<file path="src/logic/isa_pkg.sv">
// RV32 instruction formats, ALU opcode and funct encodings, the instruction
// word union and the ALU operation enumeration
`default_nettype none

package isa_pkg;

  // Major opcodes for register-register and register-immediate ALU groups
  localparam logic [6:0] opcode_op     = 7'b0110011;
  localparam logic [6:0] opcode_op_imm = 7'b0010011;

  // ADD, SUB, MUL and ADDI all share funct3 zero
  localparam logic [2:0] funct3_add = 3'b000;

  // funct7 picks between the plain add, the subtract and the M extension
  localparam logic [6:0] funct7_base   = 7'b0000000;
  localparam logic [6:0] funct7_sub    = 7'b0100000;
  localparam logic [6:0] funct7_muldiv = 7'b0000001;

  // R-type layout, most significant field first
  typedef struct packed {
    logic [6:0] funct7;
    logic [4:0] rs2;
    logic [4:0] rs1;
    logic [2:0] funct3;
    logic [4:0] rd;
    logic [6:0] opcode;
  } r_type_t;

  // I-type layout, the 12-bit immediate takes the funct7 and rs2 slots
  typedef struct packed {
    logic [11:0] imm;
    logic [4:0]  rs1;
    logic [2:0]  funct3;
    logic [4:0]  rd;
    logic [6:0]  opcode;
  } i_type_t;

  // One 32-bit word seen through either format
  // The opcode sits in the same bits in both views
  typedef union packed {
    r_type_t r;
    i_type_t i;
  } instr_u;

  // Operations the execute stage knows how to run
  typedef enum logic [1:0] {
    ALU_ADD = 2'd0,
    ALU_SUB = 2'd1,
    ALU_MUL = 2'd2
  } alu_op_e;

endpackage

`default_nettype wire

</file>
<file path="src/logic/exec_pkg.sv">
// Pipeline register and writeback structs plus multiplier timing constants
`default_nettype none

package exec_pkg;

  // Number of radix-4 iterations for a full 32-bit multiplier operand
  localparam int mul_cycles = 16;

  // Width of the multiplier's iteration counter, wide enough to hold mul_cycles
  localparam int mul_cnt_w = $clog2(mul_cycles + 1);

  // Decode to execute pipeline register
  // src_b already holds the sign-extended immediate for ADDI
  typedef struct packed {
    logic             valid;
    isa_pkg::alu_op_e op;
    logic [4:0]       rd;
    logic [31:0]      src_a;
    logic [31:0]      src_b;
  } dec_out_t;

  // Writeback bus from the execute output register
  // It feeds the register file, the hazard check and the core output
  typedef struct packed {
    logic        valid;
    logic [4:0]  rd;
    logic [31:0] data;
    logic        zero;
  } wb_t;

endpackage

`default_nettype wire

</file>
<file path="src/logic/reg_file.sv">
// 32x32 integer register file, two async read ports, one write port from
// writeback, x0 tied to zero, write-through bypass on reads
`timescale 1ns/10ps
`default_nettype none

module reg_file
  import exec_pkg::*;
(
  input  logic        clk,
  input  logic        rst_n,
  input  logic [4:0]  rd_addr_a,
  input  logic [4:0]  rd_addr_b,
  input  wb_t         wr,
  output logic [31:0] rd_data_a,
  output logic [31:0] rd_data_b
);

  logic [31:0] regs [32];

  // Both read ports share this lookup
  // x0 always reads zero, and a write landing this cycle is forwarded
  function automatic logic [31:0] read_port(input logic [4:0] addr);
    if (addr == 5'd0)
      return '0;
    else if (wr.valid && wr.rd == addr)
      return wr.data;
    else
      return regs[addr];
  endfunction

  always_comb
  begin
    rd_data_a = read_port(rd_addr_a);
    rd_data_b = read_port(rd_addr_b);
  end

  // Writes to x0 are dropped so entry zero stays at its reset value
  always_ff @(posedge clk)
  begin
    if (!rst_n)
    begin
      for (int i = 0; i < 32; i++)
        regs[i] <= '0;
    end
    else if (wr.valid && wr.rd != 5'd0)
    begin
      regs[wr.rd] <= wr.data;
    end
  end

endmodule

`default_nettype wire

</file>
<file path="src/logic/seq_multiplier.sv">
// Iterative radix-4 shift-add multiplier returning the low 32 product bits
`timescale 1ns/10ps
`default_nettype none

module seq_multiplier
  import exec_pkg::*;
(
  input  logic        clk,
  input  logic        rst_n,
  input  logic        start,
  input  logic [31:0] multiplicand,
  input  logic [31:0] multiplier,
  output logic [31:0] product,
  output logic        done
);

  logic [31:0]          mcand;
  logic [31:0]          mplier;
  logic [31:0]          acc;
  logic [31:0]          partial;
  logic [31:0]          acc_next;
  logic [mul_cnt_w-1:0] count;
  logic                 active;

  // The unit is running while iterations remain
  assign active = (count != '0);

  // Multiplicand times the low two multiplier bits, one radix-4 digit
  always_comb
  begin
    case (mplier[1:0])
      2'd0:    partial = '0;
      2'd1:    partial = mcand;
      2'd2:    partial = mcand << 1;
      default: partial = mcand + (mcand << 1);
    endcase
  end

  // Only the low word is kept, so the multiplicand shifts left instead of
  // the accumulator shifting right
  assign acc_next = acc + partial;

  // The last iteration is resolved combinationally so the result is ready
  // mul_cycles edges after start
  assign done    = active && (count == mul_cnt_w'(1));
  assign product = acc_next;

  // Iteration counter
  always_ff @(posedge clk)
  begin
    if (!rst_n)
      count <= '0;
    else if (start)
      count <= mul_cnt_w'(mul_cycles);
    else if (active)
      count <= count - mul_cnt_w'(1);
  end

  // Operand and accumulator datapath
  always_ff @(posedge clk)
  begin
    if (start)
    begin
      mcand  <= multiplicand;
      mplier <= multiplier;
      acc    <= '0;
    end
    else if (active)
    begin
      // Consume two multiplier bits per cycle
      acc    <= acc_next;
      mcand  <= mcand << 2;
      mplier <= mplier >> 2;
    end
  end

endmodule

`default_nettype wire

</file>
<file path="src/logic/decode_stage.sv">
// Decode stage: instruction decode through the format union, RAW hazard check,
// operand read and the decode pipeline register
`timescale 1ns/10ps
`default_nettype none

module decode_stage
  import isa_pkg::*;
  import exec_pkg::*;
(
  input  logic        clk,
  input  logic        rst_n,
  input  logic        instr_valid,
  input  instr_u      instr,
  input  logic [31:0] rd_data_a,
  input  logic [31:0] rd_data_b,
  input  logic        exec_busy,
  input  logic [4:0]  exec_rd,
  input  wb_t         wb,
  output logic        ready,
  output logic        illegal,
  output logic [4:0]  rd_addr_a,
  output logic [4:0]  rd_addr_b,
  output dec_out_t    dec
);

  logic        legal;
  logic        is_imm;
  logic        uses_rs2;
  logic        hazard;
  logic        accept;
  logic [4:0]  rd_sel;
  logic [31:0] imm_ext;
  alu_op_e     op;

  // Word decode, the R view is tried first and then the I view
  always_comb
  begin
    legal  = 1'b0;
    is_imm = 1'b0;
    op     = ALU_ADD;
    if (instr.r.opcode == opcode_op && instr.r.funct3 == funct3_add)
    begin
      // funct7 separates ADD, SUB and MUL
      case (instr.r.funct7)
        funct7_base:   legal = 1'b1;
        funct7_sub:
        begin
          legal = 1'b1;
          op    = ALU_SUB;
        end
        funct7_muldiv:
        begin
          legal = 1'b1;
          op    = ALU_MUL;
        end
        default:       legal = 1'b0;
      endcase
    end
    else if (instr.i.opcode == opcode_op_imm && instr.i.funct3 == funct3_add)
    begin
      // ADDI reuses the adder path
      legal  = 1'b1;
      is_imm = 1'b1;
    end
  end

  // rs1 and rd sit in the same bits in both formats
  // rs2 comes through the R view and the immediate through the I view
  assign uses_rs2  = legal && !is_imm;
  assign rd_addr_a = instr.r.rs1;
  assign rd_addr_b = instr.r.rs2;
  assign rd_sel    = instr.r.rd;
  assign imm_ext   = {{20{instr.i.imm[11]}}, instr.i.imm};

  // A nonzero source is pending if an older instruction still owes it:
  // one sitting in dec, a running multiply, or a writeback not yet stored
  function automatic logic pending(input logic [4:0] rs);
    return (rs != 5'd0) &&
           ((dec.valid && dec.rd == rs) ||
            (exec_busy && exec_rd == rs) ||
            (wb.valid && wb.rd == rs));
  endfunction

  // Illegal words carry no sources, so they are never held by a hazard
  always_comb
  begin
    hazard = legal && (pending(rd_addr_a) || (uses_rs2 && pending(rd_addr_b)));
  end

  // Execute takes dec every cycle it is not busy, so dec is free then
  assign ready  = !exec_busy && !hazard;
  assign accept = instr_valid && ready;

  always_ff @(posedge clk)
  begin
    if (!rst_n)
    begin
      dec     <= '0;
      illegal <= 1'b0;
    end
    else
    begin
      // One-cycle pulse per dropped word
      illegal <= accept && !legal;
      if (accept && legal)
      begin
        dec.valid <= 1'b1;
        dec.op    <= op;
        dec.rd    <= rd_sel;
        dec.src_a <= rd_data_a;
        dec.src_b <= is_imm ? imm_ext : rd_data_b;
      end
      else if (!exec_busy)
      begin
        // Entry was taken by execute this edge
        dec.valid <= 1'b0;
      end
    end
  end

endmodule

`default_nettype wire

</file>
<file path="src/logic/execute_stage.sv">
// Execute stage: shared add/sub adder, multiplier sequencing, zero flag and
// the writeback output register
`timescale 1ns/10ps
`default_nettype none

module execute_stage
  import isa_pkg::*;
  import exec_pkg::*;
(
  input  logic       clk,
  input  logic       rst_n,
  input  dec_out_t   dec,
  output logic       exec_busy,
  output logic [4:0] exec_rd,
  output wb_t        wb
);

  logic        take;
  logic        is_mul;
  logic        is_sub;
  logic        mul_start;
  logic        mul_done;
  logic        mul_busy;
  logic [4:0]  mul_rd;
  logic [31:0] b_eff;
  logic [31:0] sum;
  logic [31:0] product;

  // The decode entry is consumed whenever no multiply is in flight
  assign take      = dec.valid && !mul_busy;
  assign is_mul    = (dec.op == ALU_MUL);
  assign is_sub    = (dec.op == ALU_SUB);
  assign mul_start = take && is_mul;

  // Single adder, subtract is a + ~b + 1
  assign b_eff = is_sub ? ~dec.src_b : dec.src_b;
  assign sum   = dec.src_a + b_eff + {31'd0, is_sub};

  seq_multiplier u_mul (
    .clk          (clk),
    .rst_n        (rst_n),
    .start        (mul_start),
    .multiplicand (dec.src_a),
    .multiplier   (dec.src_b),
    .product      (product),
    .done         (mul_done)
  );

  // Busy spans from the start edge to the edge that writes the product
  always_ff @(posedge clk)
  begin
    if (!rst_n)
      mul_busy <= 1'b0;
    else if (mul_start)
      mul_busy <= 1'b1;
    else if (mul_done)
      mul_busy <= 1'b0;
  end

  // Destination of the running multiply, used by the hazard check
  always_ff @(posedge clk)
  begin
    if (mul_start)
      mul_rd <= dec.rd;
  end

  assign exec_busy = mul_busy;
  assign exec_rd   = mul_rd;

  // Writeback register
  // An add result and a finished product never land on the same edge,
  // since take is blocked while the multiply runs
  always_ff @(posedge clk)
  begin
    if (!rst_n)
    begin
      wb <= '0;
    end
    else
    begin
      wb.valid <= 1'b0;
      if (take && !is_mul)
      begin
        wb.valid <= 1'b1;
        wb.rd    <= dec.rd;
        wb.data  <= sum;
        wb.zero  <= (sum == '0);
      end
      else if (mul_done)
      begin
        wb.valid <= 1'b1;
        wb.rd    <= mul_rd;
        wb.data  <= product;
        wb.zero  <= (product == '0);
      end
    end
  end

endmodule

`default_nettype wire

</file>
<file path="src/logic/exec_core.sv">
// Integer execution slice top: decode stage, register file, execute stage
`timescale 1ns/10ps
`default_nettype none

module exec_core
  import exec_pkg::*;
(
  input  logic        clk,
  input  logic        rst_n,
  input  logic        instr_valid,
  input  logic [31:0] instr,
  output logic        ready,
  output logic        illegal,
  output wb_t         wb
);

  logic [4:0]  rd_addr_a;
  logic [4:0]  rd_addr_b;
  logic [31:0] rd_data_a;
  logic [31:0] rd_data_b;
  logic        exec_busy;
  logic [4:0]  exec_rd;
  dec_out_t    dec;

  // Decode sees the writeback bus both for hazards and through the bypass
  decode_stage u_decode (
    .clk         (clk),
    .rst_n       (rst_n),
    .instr_valid (instr_valid),
    .instr       (instr),
    .rd_data_a   (rd_data_a),
    .rd_data_b   (rd_data_b),
    .exec_busy   (exec_busy),
    .exec_rd     (exec_rd),
    .wb          (wb),
    .ready       (ready),
    .illegal     (illegal),
    .rd_addr_a   (rd_addr_a),
    .rd_addr_b   (rd_addr_b),
    .dec         (dec)
  );

  // Written from the execute output register
  reg_file u_rf (
    .clk       (clk),
    .rst_n     (rst_n),
    .rd_addr_a (rd_addr_a),
    .rd_addr_b (rd_addr_b),
    .wr        (wb),
    .rd_data_a (rd_data_a),
    .rd_data_b (rd_data_b)
  );

  execute_stage u_exec (
    .clk       (clk),
    .rst_n     (rst_n),
    .dec       (dec),
    .exec_busy (exec_busy),
    .exec_rd   (exec_rd),
    .wb        (wb)
  );

endmodule

`default_nettype wire

</file>
<file path="config.mk">
export PLATFORM = sky130hd
export DESIGN_NAME = exec_core
export DESIGN_NICKNAME = d
export VERILOG_FILES = /design/src/logic/isa_pkg.sv /design/src/logic/exec_pkg.sv /design/src/logic/reg_file.sv /design/src/logic/seq_multiplier.sv /design/src/logic/decode_stage.sv /design/src/logic/execute_stage.sv /design/src/logic/exec_core.sv
export SDC_FILE = /design/constraint.sdc
export NUM_CORES = 2
export LEC_CHECK = 0
export ABC_CLOCK_PERIOD_IN_PS = 6900
export BUFFER_PORTS_ARGS = -buffer_cell sky130_fd_sc_hd__buf_2
export CAP_MARGIN = 10
export CORE_UTILIZATION = 50
export DETAILED_ROUTE_END_ITERATION = 16
export GPL_ROUTABILITY_DRIVEN = 0
export PLACE_DENSITY_LB_ADDON = 0.05
export SYNTH_ARGS = -nofsm -noshare
export SYNTH_HDL_FRONTEND = slang
export SYNTH_SLANG_ARGS = --single-unit
export TNS_END_PERCENT = 1
</file>
<file path="constraint.sdc">
create_clock -name clk -period 6.9 [get_ports clk]
set_input_delay 0 -clock clk [delete_from_list [all_inputs] [get_ports clk]]
set_output_delay 0 -clock clk [all_outputs]
set_load 0.005 [all_outputs]
</file>
==> results.md <==
- Vias per cell: 6.649
- R2R cell count: 27
- Vias: 45890
- Yosys reg bits: 1243
- Die area: 139100 um^2
- Minimum clock period: 5.880 ns
- Depth of the CTS H-tree: 4
- Routed len/inst: 34.10 um
- Static Leak: 27.76 nW
- Total CTS buffers: 140
- Nets: 5142
- Drc violations: 0
- Crit path capture type: flip-flop
- Post CTS Setup Buffer Count: 0
- WS Path Type: reg -> reg
- RR Startpoint: u_exec.u_mul.mcand[1]
- Clock skew: 0.02834 ns
- CORE AREA: 136000 um^2
- Post-synth EDFFs: 1093
- GR Overflow Total: 0
- Top FF cell, synth: edfxtp_1
- Ratio of cells with drive above 1 in the final layout: 0.2283
- Row cnt: 135
- Top Metal Used: met5
- Maximum root-to-sink buffer count: 3
- FF-to-FF End: u_exec.wb[29]
- Skew-Pair Late Insertion Delay: 0.80 ns
- Status: completed
- Post-route ant nets: 0
- Commonest cells after routing, fill and taps aside: edfxtp_1 (1093), and2_1 (1000), mux4_2 (640)
- Met2 Routed Length: 109.9 mm
- Worst-margin pin slew: 1.295 ns
- Startpoint Class: flip-flop
- Largest net degree at the start of global routing: 104
- CP endpoint: u_exec.wb[29]
- Iter 0 DRT Violations: 6132
- Avg Cell Area, Syn: 13.61 um^2
- Metal-1 WL: 92.01 mm
- Worst VDD drop: 0.0002941 V
- Fin util: 0.5603
- Synth Instances: 5055
- Met3 wire length: 23.42 mm
- GRT Overall Usage: 0.3414
- Worst-path fanout max: 5
- DRT Wirelength: 235.4 mm
- Hold/Removal Path Class: in -> reg
- TritonCTS Sinks: 1243
- Max-cap viol count: 0
- Synth Cell Area: 68820 um^2
- Final HPWL DP: 144.3 mm
- Yosys warning count: 0
- Most common cell after layout, fill and taps aside: edfxtp_1
- Hold Fails Final Rpt: 0
- Worst Hold Depth: 6
- Critical Path RT: 7.53 ns
- Fin crit share: 0.8522
- Sequential fraction of the synthesis area: 0.5205
- Die Wd: 373.0 um
- RSZ-0062 raised after global routing: false
- PwrDens: 324.5 nW/um^2
- Global-route wire length before repair: 337.4 mm
- Final setup TNS: 0 ns
- Critical Path Start: u_exec.u_mul.mcand[1]
- Max-slew violations: 0
- Post-synth ARST share: 0
- Initial antenna violation count: 23
- CTS clk-pin slew, worst paths: 0.06 ns
- Max Clock Freq: 170.1 MHz
- Initial core utilization: 0.5061
- Vias in the first global route: 45700
- Post-synthesis cell type count: 83
- Die H: 373.0 um
- Clock Root Buffer: clkbuf_16
- CTS tree: built
- Max_slew headroom: 0.1334
- Ports: 76
- CP arrival: 6.51 ns
- Count of input and output buffers: 75
- Area Growth Syn to Fin: 10.70%
- Setup violators final: 0
- Drt pass-1 iters: 6
- R2R setup slack: 1.02 ns
[what timing repair did]
item / in CTS / in global routing
hold buffers: 26 / 0
gates resized for setup: 0 / 0
hold endpoints to repair: 49 / 0
[cell families (layout without fill, tap and decap cells)]
logic type      after synthesis  after routing  share of synthesized area
mux                         728            728                     0.2226
flops                      1243           1243                     0.5205
simple gates               1781           1781                     0.1397
buf+inv                     496            522                    0.02756
xor+xnor                    133            133                    0.01693
compound gates              573            573                    0.05412
fa+ha+maj                   100            100                    0.01851
other cells                   1             40                 0.00005449
[how the worst min path moves through the flow]
stage / start / endpoint / slack [ns]
floorplan: instr_valid / u_decode.illegal / 0.13
global placement: instr[10] / u_decode.dec[67] / 0.25
detailed placement: instr[10] / u_decode.dec[67] / 0.25
CTS: instr[24] / u_decode.dec[4] / 0.007
global route: instr[24] / u_decode.dec[4] / 0.08
finish: instr[2] / u_decode.dec[70] / 0.08
[state kept, by name (all words and copies together), names as in the netlist]
signal / flops
u_decode.dec: 72
u_decode.illegal: 1
u_exec.exec_busy: 1
u_exec.exec_rd: 5
u_exec.u_mul.acc: 32
u_exec.u_mul.count: 5
u_exec.u_mul.mcand: 32
u_exec.u_mul.mplier: 32
u_exec.wb: 39
u_rf.regs: 1024
[cell type report]
class	count	area (um^2)
Sequential cell	1243	35830
Antenna cell	8	20.02
Multi-Input combinational cell	3347	31850
Clock buffer	176	3670
Tap cell	1781	2228
Clock inverter	71	625.6
Inverter	32	126.4
Fill cell	10780	59790
Timing Repair Buffer	243	1832
[power by group]
group          total [mW]  switching, mW  internal [mW]
clock network        7.22           3.18           4.04
registers            9.39          0.480           8.92
logic                8.10           4.93           3.18
total                24.7           8.59           16.1
[synthesized netlist by cell type, drive strengths merged (48+ instances only)]
library cell,instances,area share
edfxtp,1093,0.48
nand2,401,0.022
mux2i,67,0.0097
o21ai,141,0.010
dfxtp,150,0.044
ha,97,0.018
buf,78,0.0045
xor2,48,0.0061
nor2,209,0.011
xnor2,85,0.011
clkbuf,385,0.021
mux4,640,0.21
and2,1000,0.091
a21oi,146,0.011
[per-stage QoR]
| step | worst slack (ns) | hold slack, ns | area [um^2] | std cells | power [mW] |
|---|---|---|---|---|---|
| 6_report | 1.020 | 0.07600 | 76180 | 6901 | 24.72 |
| 3_3_place_gp | 1.095 | 0.2470 | 71580 | 6619 | 17.46 |
| 2_1_floorplan | 1.933 | 0.1274 | 68940 | 5086 | 15.22 |
| 3_5_place_dp | 1.102 | 0.2502 | 71580 | 6619 | 17.53 |
| 5_1_grt | 0.5387 | 0.07552 | 76170 | 6896 | 25.91 |
| 4_1_cts | 1.040 | 0.007280 | 76140 | 6892 | 24.72 |
[per-layer routing]
| layer | GRT usage | vias up |
|---|---|---|
| met3 | 0.06696 | 481 |
| met2 | 0.5373 | 2661 |
| met1 | 0.4683 | 23690 |
| met5 | 0 | - |
| li1 | - | 19050 |
| met4 | 0.1345 | 6 |
[critical path, cell delays in order, from the launching register on]
cell       delay, ns
edfxtp_1        0.42
ha_1            0.19
inv_1           0.05
fa_1            0.37
nand2b_1        0.19
a21oi_1         0.26
o21ai_0         0.25
a31oi_1         0.37
nand2b_1        0.19
nand2_1         0.08
o221ai_1        0.18
a21oi_1         0.11
xnor2_1         0.13
mux2_2          0.26
a22o_1          0.19
ha_1            0.34
a21o_1          0.22
a21o_1          0.17
a21oi_1         0.17
nand2b_1        0.12
o31ai_1         0.09
a2111oi_2       0.42
o21bai_1        0.13
a21oi_1         0.18
xor2_1          0.26
nor2_1          0.07
a211oi_1        0.23
nor3_1          0.08
Note: power is estimated with default switching activity, not from simulation.
